==> src/snd_pkg.sv <==
package snd_pkg;

    // Sample and converter code widths
    localparam int PCM_W = 16;
    localparam int DAC_W = 20;

    // Register byte offsets on the 4-bit AXI4-Lite address
    localparam logic [3:0] REG_CTRL  = 4'h0;
    localparam logic [3:0] REG_DIV   = 4'h4;
    localparam logic [3:0] REG_COUNT = 4'h8;
    localparam logic [3:0] REG_LAST  = 4'hC;

    // AXI response codes
    localparam logic [1:0] RESP_OKAY   = 2'b00;
    localparam logic [1:0] RESP_SLVERR = 2'b10;

    // One PCM word, read either as two's complement or as offset binary
    typedef union packed {
        logic signed [PCM_W-1:0] pcm_signed;
        logic        [PCM_W-1:0] pcm_offset;
    } snd_sample_u;

    // Captured stereo frame
    typedef struct packed {
        snd_sample_u left;
        snd_sample_u right;
    } snd_frame_t;

    // CTRL register layout, enable in bit 3 down to mute in bit 0
    typedef struct packed {
        logic enable;
        logic signed_fmt;
        logic stereo;
        logic mute;
    } snd_ctrl_t;

endpackage

==> src/snd_ctrl.sv <==
`timescale 1ns/1ps

module snd_ctrl #(
    parameter int DIV_W = 8
) (
    input  logic                clk_dac,
    input  logic                rst,
    // AXI4-Lite write channels
    input  logic [3:0]          s_awaddr_i,
    input  logic                s_awvalid_i,
    output logic                s_awready_o,
    input  logic [31:0]         s_wdata_i,
    input  logic [3:0]          s_wstrb_i,
    input  logic                s_wvalid_i,
    output logic                s_wready_o,
    output logic [1:0]          s_bresp_o,
    output logic                s_bvalid_o,
    input  logic                s_bready_i,
    // AXI4-Lite read channels
    input  logic [3:0]          s_araddr_i,
    input  logic                s_arvalid_i,
    output logic                s_arready_o,
    output logic [31:0]         s_rdata_o,
    output logic [1:0]          s_rresp_o,
    output logic                s_rvalid_o,
    input  logic                s_rready_i,
    // Game samples
    input  logic [15:0]         snd_left_i,
    input  logic [15:0]         snd_right_i,
    input  logic                snd_sample_i,
    // To the datapath
    output snd_pkg::snd_ctrl_t  ctrl_o,
    output snd_pkg::snd_frame_t frame_o,
    output logic                cen_o
);

    localparam snd_pkg::snd_ctrl_t CTRL_RST = '{
        enable:     1'b0,
        signed_fmt: 1'b1,
        stereo:     1'b1,
        mute:       1'b0
    };

    snd_pkg::snd_ctrl_t  ctrl_q;
    snd_pkg::snd_frame_t frame_q;
    logic [DIV_W-1:0]    div_q;
    logic [DIV_W-1:0]    cen_cnt;
    logic                cen_q;
    logic [31:0]         count_q;
    logic                awready_q;
    logic                bvalid_q;
    logic [1:0]          bresp_q;
    logic                rvalid_q;
    logic [31:0]         rdata_q;
    logic [1:0]          rresp_q;
    logic                wr_fire;
    logic                ar_fire;
    logic [31:0]         ctrl_new;
    logic [31:0]         div_new;
    logic [31:0]         rd_data;
    logic [1:0]          rd_resp;

    // Byte lanes not strobed keep their old value
    function automatic logic [31:0] merge_strb(
        input logic [31:0] old_w,
        input logic [31:0] new_w,
        input logic [3:0]  strb
    );
        logic [31:0] res;
        res = old_w;
        for (int b = 0; b < 4; b++) begin
            if (strb[b]) begin
                res[8*b +: 8] = new_w[8*b +: 8];
            end
        end
        return res;
    endfunction

    assign wr_fire  = awready_q & s_awvalid_i & s_wvalid_i;
    assign ar_fire  = s_arvalid_i & ~rvalid_q;
    assign ctrl_new = merge_strb({28'd0, ctrl_q}, s_wdata_i, s_wstrb_i);
    assign div_new  = merge_strb(32'(div_q), s_wdata_i, s_wstrb_i);

    // Address and data accepted together, one cycle of ready
    always_ff @(posedge clk_dac or posedge rst) begin
        if (rst) begin
            awready_q <= 1'b0;
            bvalid_q  <= 1'b0;
            bresp_q   <= snd_pkg::RESP_OKAY;
            ctrl_q    <= CTRL_RST;
            div_q     <= DIV_W'(3);
        end else begin
            awready_q <= s_awvalid_i & s_wvalid_i & ~bvalid_q & ~awready_q;
            if (wr_fire) begin
                bvalid_q <= 1'b1;
                bresp_q  <= snd_pkg::RESP_OKAY;
                case (s_awaddr_i)
                    snd_pkg::REG_CTRL: ctrl_q <= snd_pkg::snd_ctrl_t'(ctrl_new[3:0]);
                    snd_pkg::REG_DIV:  div_q  <= div_new[DIV_W-1:0];
                    // COUNT, LAST and holes
                    default:           bresp_q <= snd_pkg::RESP_SLVERR;
                endcase
            end else if (s_bready_i) begin
                bvalid_q <= 1'b0;
            end
        end
    end

    always_comb begin
        rd_data = '0;
        rd_resp = snd_pkg::RESP_OKAY;
        case (s_araddr_i)
            snd_pkg::REG_CTRL:  rd_data[3:0]       = ctrl_q;
            snd_pkg::REG_DIV:   rd_data[DIV_W-1:0] = div_q;
            snd_pkg::REG_COUNT: rd_data            = count_q;
            snd_pkg::REG_LAST:  rd_data            = {frame_q.left, frame_q.right};
            default:            rd_resp            = snd_pkg::RESP_SLVERR;
        endcase
    end

    always_ff @(posedge clk_dac or posedge rst) begin
        if (rst) begin
            rvalid_q <= 1'b0;
            rdata_q  <= '0;
            rresp_q  <= snd_pkg::RESP_OKAY;
        end else if (ar_fire) begin
            rvalid_q <= 1'b1;
            rdata_q  <= rd_data;
            rresp_q  <= rd_resp;
        end else if (s_rready_i) begin
            rvalid_q <= 1'b0;
        end
    end

    // Enable pulse every DIV+1 clocks, new DIV picked up on reload
    always_ff @(posedge clk_dac or posedge rst) begin
        if (rst) begin
            cen_cnt <= DIV_W'(3);
            cen_q   <= 1'b0;
        end else if (cen_cnt == '0) begin
            cen_cnt <= div_q;
            cen_q   <= 1'b1;
        end else begin
            cen_cnt <= cen_cnt - 1'b1;
            cen_q   <= 1'b0;
        end
    end

    // Frame capture, newest strobe wins
    always_ff @(posedge clk_dac or posedge rst) begin
        if (rst) begin
            frame_q <= '0;
            count_q <= '0;
        end else if (snd_sample_i && ctrl_q.enable) begin
            frame_q <= {snd_left_i, snd_right_i};
            count_q <= count_q + 32'd1;
        end
    end

    assign s_awready_o = awready_q;
    assign s_wready_o  = awready_q;
    assign s_bvalid_o  = bvalid_q;
    assign s_bresp_o   = bresp_q;
    assign s_arready_o = ~rvalid_q;
    assign s_rvalid_o  = rvalid_q;
    assign s_rdata_o   = rdata_q;
    assign s_rresp_o   = rresp_q;
    assign ctrl_o      = ctrl_q;
    assign frame_o     = frame_q;
    assign cen_o       = cen_q;

endmodule

==> src/snd_fmt.sv <==
`timescale 1ns/1ps

module snd_fmt (
    input  logic                      clk_dac,
    input  logic                      rst,
    input  snd_pkg::snd_ctrl_t        ctrl_i,
    input  snd_pkg::snd_frame_t       frame_i,
    output logic [snd_pkg::DAC_W-1:0] code_l_o,
    output logic [snd_pkg::DAC_W-1:0] code_r_o
);

    localparam int PAD_W = snd_pkg::DAC_W - snd_pkg::PCM_W - 1;

    // Top bit alone gives a density of one half
    localparam logic [snd_pkg::DAC_W-1:0] SILENT_CODE = {1'b1, {(snd_pkg::DAC_W-1){1'b0}}};

    // Guard bit, sample as offset binary, then zero padding
    function automatic logic [snd_pkg::DAC_W-1:0] to_code(
        input snd_pkg::snd_sample_u smp,
        input logic                 signed_fmt
    );
        logic [snd_pkg::PCM_W-1:0] ofs;
        if (signed_fmt) begin
            ofs = {~smp.pcm_signed[snd_pkg::PCM_W-1], smp.pcm_signed[snd_pkg::PCM_W-2:0]};
        end else begin
            ofs = smp.pcm_offset;
        end
        return {1'b0, ofs, {PAD_W{1'b0}}};
    endfunction

    snd_pkg::snd_sample_u src_r;
    logic                 silent;

    // Mono plays the left sample on both pins
    assign src_r  = ctrl_i.stereo ? frame_i.right : frame_i.left;
    assign silent = ctrl_i.mute | ~ctrl_i.enable;

    always_ff @(posedge clk_dac or posedge rst) begin
        if (rst) begin
            code_l_o <= SILENT_CODE;
            code_r_o <= SILENT_CODE;
        end else if (silent) begin
            code_l_o <= SILENT_CODE;
            code_r_o <= SILENT_CODE;
        end else begin
            code_l_o <= to_code(frame_i.left, ctrl_i.signed_fmt);
            code_r_o <= to_code(src_r, ctrl_i.signed_fmt);
        end
    end

endmodule

==> src/snd_sd_dac.sv <==
`timescale 1ns/1ps

module snd_sd_dac (
    input  logic                      clk_dac,
    input  logic                      rst,
    input  logic                      cen_i,
    input  logic [snd_pkg::DAC_W-1:0] code_i,
    output logic                      dac_o
);

    logic [snd_pkg::DAC_W-1:0] acc_q;
    logic [snd_pkg::DAC_W:0]   sum;
    logic                      dac_q;

    // One extra bit holds the carry
    assign sum = {1'b0, acc_q} + {1'b0, code_i};

    // First-order loop, the carry is the output pulse
    always_ff @(posedge clk_dac or posedge rst) begin
        if (rst) begin
            acc_q <= '0;
            dac_q <= 1'b0;
        end else if (cen_i) begin
            acc_q <= sum[snd_pkg::DAC_W-1:0];
            dac_q <= sum[snd_pkg::DAC_W];
        end
    end

    assign dac_o = dac_q;

endmodule

==> src/snd_out_top.sv <==
`timescale 1ns/1ps

module snd_out_top #(
    parameter int DIV_W = 8
) (
    input  logic        clk_dac,
    input  logic        rst,
    // AXI4-Lite slave
    input  logic [3:0]  s_awaddr_i,
    input  logic        s_awvalid_i,
    output logic        s_awready_o,
    input  logic [31:0] s_wdata_i,
    input  logic [3:0]  s_wstrb_i,
    input  logic        s_wvalid_i,
    output logic        s_wready_o,
    output logic [1:0]  s_bresp_o,
    output logic        s_bvalid_o,
    input  logic        s_bready_i,
    input  logic [3:0]  s_araddr_i,
    input  logic        s_arvalid_i,
    output logic        s_arready_o,
    output logic [31:0] s_rdata_o,
    output logic [1:0]  s_rresp_o,
    output logic        s_rvalid_o,
    input  logic        s_rready_i,
    // Game sound
    input  logic [15:0] snd_left_i,
    input  logic [15:0] snd_right_i,
    input  logic        snd_sample_i,
    // Pulse-density pins
    output logic        snd_pwm_left_o,
    output logic        snd_pwm_right_o
);

    snd_pkg::snd_ctrl_t        ctrl;
    snd_pkg::snd_frame_t       frame;
    logic                      cen;
    logic [snd_pkg::DAC_W-1:0] code_l;
    logic [snd_pkg::DAC_W-1:0] code_r;

    snd_ctrl #(
        .DIV_W (DIV_W)
    ) u_ctrl (
        .clk_dac      (clk_dac),
        .rst          (rst),
        .s_awaddr_i   (s_awaddr_i),
        .s_awvalid_i  (s_awvalid_i),
        .s_awready_o  (s_awready_o),
        .s_wdata_i    (s_wdata_i),
        .s_wstrb_i    (s_wstrb_i),
        .s_wvalid_i   (s_wvalid_i),
        .s_wready_o   (s_wready_o),
        .s_bresp_o    (s_bresp_o),
        .s_bvalid_o   (s_bvalid_o),
        .s_bready_i   (s_bready_i),
        .s_araddr_i   (s_araddr_i),
        .s_arvalid_i  (s_arvalid_i),
        .s_arready_o  (s_arready_o),
        .s_rdata_o    (s_rdata_o),
        .s_rresp_o    (s_rresp_o),
        .s_rvalid_o   (s_rvalid_o),
        .s_rready_i   (s_rready_i),
        .snd_left_i   (snd_left_i),
        .snd_right_i  (snd_right_i),
        .snd_sample_i (snd_sample_i),
        .ctrl_o       (ctrl),
        .frame_o      (frame),
        .cen_o        (cen)
    );

    snd_fmt u_fmt (
        .clk_dac  (clk_dac),
        .rst      (rst),
        .ctrl_i   (ctrl),
        .frame_i  (frame),
        .code_l_o (code_l),
        .code_r_o (code_r)
    );

    snd_sd_dac u_dac_left (
        .clk_dac (clk_dac),
        .rst     (rst),
        .cen_i   (cen),
        .code_i  (code_l),
        .dac_o   (snd_pwm_left_o)
    );

    snd_sd_dac u_dac_right (
        .clk_dac (clk_dac),
        .rst     (rst),
        .cen_i   (cen),
        .code_i  (code_r),
        .dac_o   (snd_pwm_right_o)
    );

endmodule

==> config.mk <==
export PLATFORM = sky130hd
export DESIGN_NAME = snd_out_top
export DESIGN_NICKNAME = d
export VERILOG_FILES = /design/src/snd_pkg.sv /design/src/snd_ctrl.sv /design/src/snd_fmt.sv /design/src/snd_sd_dac.sv /design/src/snd_out_top.sv
export SDC_FILE = /design/constraint.sdc
export NUM_CORES = 1
export LEC_CHECK = 0
export ABC_AREA = 1
export BUFFER_PORTS_ARGS = -buffer_cell sky130_fd_sc_hd__buf_2
export CAP_MARGIN = 20
export CORE_ASPECT_RATIO = 0.7
export CORE_UTILIZATION = 50
export CTS_CLUSTER_DIAMETER = 200
export DETAILED_ROUTE_END_ITERATION = 10
export PLACE_DENSITY = 0.73
export SKIP_LAST_GASP = 1
export SLEW_MARGIN = 20
export SYNTH_ARGS = -nofsm -noshare
export SYNTH_HDL_FRONTEND = slang
export SYNTH_SLANG_ARGS = --single-unit
==> constraint.sdc <==
create_clock -name clk_dac -period 6.4 [get_ports clk_dac]
set_input_delay 1.28 -clock clk_dac [delete_from_list [all_inputs] [get_ports clk_dac]]
set_output_delay 1.28 -clock clk_dac [all_outputs]
set_load 0.03 [all_outputs]
==> results.yml <==
outcome:
  status: "completed"
global_routing:
  grt_max_degree: 192
  track_usage: 0.264
  grt_pass1_vias: 8368
  grt_pass1_wl_um: 42000
  grt_remaining_overflow: 0
  antenna_found_initial: 0
die:
  die_w_um: 172
  die_h_um: 121
  fp.coreArea_mm2: 0.0199
  num_rows: 43
  dieArea_mm2: 0.0209
  initial_core_util: 0.512
  ios: 127
min_path:
  hp-class: "reg -> reg"
sta:
  post-route-min-period_ns: 2.76
  rsz0062_at_grt: "no"
  maxSlewViolCount: 0
  slew_headroom: 0.386
  holdWs_ns: 0.465
  worstMarginPinSlew_ns: 0.921
  finalSetupViolations: 0
  timing.setup.tns_ns: 0
  hold_violations: 0
  fin_ws_ns: 3.64
  max_freq_mhz: 363
  min_period_over_period: 0.431
  fin_skew_ns: 0.00875
clocking:
  cts.sinks: 191
  post_cts_resized: 0
  htreeDepth: 4
  cts_buffers: 17
  clockBufferDepth: 2
  clk_latency_ns: 0.44
  post-cts-setup-buffers: 0
  ctsHoldBuffers: 0
  clkSlewWorstSetupHoldPaths_ns: 0.07
  cts_tree: "yes"
  cts-root-buf: "clkbuf_16"
worst_setup_path:
  arrival_ns: 3.09
  path_delay_family: "simple AND/OR/NAND/NOR gates"
  critPathRequiredTime_ns: 6.73
  crit_path_cell_trace: "buf_2, nand2_4, clkinv_2, nand2_1, nor2_2, nand2_1, nor2_1, nand3_1, nand2_1"
  crit_buf_inv: 2
  cp-start-kind: "input pin"
  crit_fanout: 54
  critPathCaptureType: "register"
  slowest_delay_ns: 0.65
  path_class: "in -> reg"
  slowest_stage: "clkinv_2"
  critPathMostFrequentCell: "nand2_1"
cells_and_area:
  fin_cells: 1691
  diodes: 0
  drive_gt1_frac: 0.124
  area_growth_pct: 13.1
  stdcell_area_mm2: 0.0115
  nNetsFinal: 1532
routing:
  vias: 8707
  drtIter0Drc: 876
  routedWlPerCell_um: 15.0
  viasPerCell: 5.15
  drc: 0
  wl_um: 25400
  postRouteAntennaNets: 0
  drtPass1Iterations: 8
synth:
  ys.flop_type: "dfrtp_1"
  async_flop_share: 1.00
  synthTopCellsByArea: "dfrtp_1, nand2_1, inv_1, ha_1, nor2_1"
  ys_warn_count: 0
  synth.most_common_cell: "nand2_1"
  synth_seq_cells: 191
  ys_top_cells_by_count: "nand2_1, dfrtp_1, inv_1, nor2_1, nand3_1"
  synth_top_area_frac: 0.453
  syn_area_mm2: 0.0102
  syn_area_per_cell_um2: 7.69
  syn_inst: 1320
  synth_edf_count: 0
  synth_cell_types: 41
  synth_area_leader_cell: "dfrtp_1"
  synth.yosys.seq_area_share: 0.471
placed_design:
  dp_cells: 1659
  place_area_mm2: 0.0109
  dp_slack_ns: 3.19
  place.gp.congestion: 0.917
  portBuffers: 97
  post-dp-hpwl_um: 18300
run:
  drv_cap: 0
pwr:
  p_leak_nw: 6.35
  power.density_mw_per_mm2: 243
  peakVddDrop_mv: 0.192
## flip-flops by register name (all words and copies together), names as in the netlist, 4 cells and up
register and cells:
u_dac_right.acc_q 17, u_fmt.code_l_o 16, u_ctrl.frame_o 32, u_ctrl.div_q 8
u_ctrl.s_rdata_o 32, u_ctrl.ctrl_o 4, u_ctrl.cen_cnt 8, u_fmt.code_r_o 17
u_dac_left.acc_q 17, u_ctrl.count_q 32
## final timing paths
path,cells past startpoint,startpoint,slack [ns],end
hold reg to reg,1,u_ctrl.s_bvalid_o,0.46,u_ctrl.s_awready_o
setup reg to reg,9,u_ctrl.ctrl_o[3],4.08,u_ctrl.count_q[31]
max in group asynchronous,4,rst,4.52,u_ctrl.count_q[17]
min in group asynchronous,3,rst,0.93,u_ctrl.cen_cnt[6]
hold / removal,1,u_ctrl.s_bvalid_o,0.46,u_ctrl.s_awready_o
setup / recovery,9,snd_sample_i,3.64,u_ctrl.count_q[31]
## logic make-up (layout without fill, tap and decap cells)
group	after synthesis	count (layout)	share of synthesized area
adders and majority gates	39	39	0.0495
xor gates and xnor gates	34	34	0.0293
and+or+nand+nor	712	712	0.297
other	1	2	0.000369
AOI/OAI and AO/OA	131	131	0.0721
DFF	191	191	0.471
buffers and inverters	212	312	0.0806
## area by class of cell
type	instances	area, um^2
clock buffers	19	443
clock inverters	12	128
fillers	1831	8360
inverters	177	669
multi-input cells	918	4550
flip-flops and latches	191	4790
well taps	270	338
repair buffers	104	571
## through the flow
stage,power (mW),util
final,2.79,0.579
after CTS,2.80,0.577
after floorplan,1.61,-
after global routing,2.91,0.579
after global placement,1.76,0.549
after detailed placement,1.77,0.549
## where the power goes
group	leakage, nW	internal [mW]	total [mW]	switching [mW]
combinational	3.60	0.103	0.364	0.261
sequential	2.47	1.31	1.38	0.0727
clock	0.270	0.555	1.04	0.485
total	6.35	1.97	2.79	0.819
## routing by layer
metal  vias to the layer above  GRT usage  part of all wire
met3                        26     0.0515             0.062
met1                      4095      0.401              0.50
li1                       4313          -                 -
met2                       273      0.389              0.43
met5                         -          0                 0
met4                         0     0.0564             0.010
## placed cells by master, fill, tap and decap left out, types with 2 or more instances in the layout
cell type / instances
nor2_4: 5
and2_1: 4
nand2_1: 483
a21oi_1: 30
o21ai_0: 46
conb_1: 2
inv_6: 2
nand4_1: 11
clkinvlp_4: 4
dfrtp_1: 184
xor2_1: 22
nor2_1: 94
buf_4: 5
inv_2: 5
or2_0: 2
o21ai_1: 10
a211oi_1: 16
clkbuf_16: 17
dfstp_2: 7
nor2_2: 4
buf_2: 97
nor3_2: 4
nand3b_1: 8
nand3_1: 64
fa_1: 2
inv_8: 2
nand2_2: 4
nor3_1: 15
clkinv_4: 4
or2_2: 4
xnor2_1: 12
nand3_2: 4
inv_1: 169
a31oi_1: 11
ha_1: 37
o22ai_1: 18
## worst reg2reg max path: stages (launching register included)
cell and delay (ns):
dfrtp_1 0.48, nand2_4 0.26, clkinv_2 0.59, nand2_1 0.23, nor2_2 0.22, nand2_1 0.12
nor2_1 0.15, nand2_1 0.07, nand2_1 0.06, nand2_1 0.05
(Power assumes the default switching activity.)
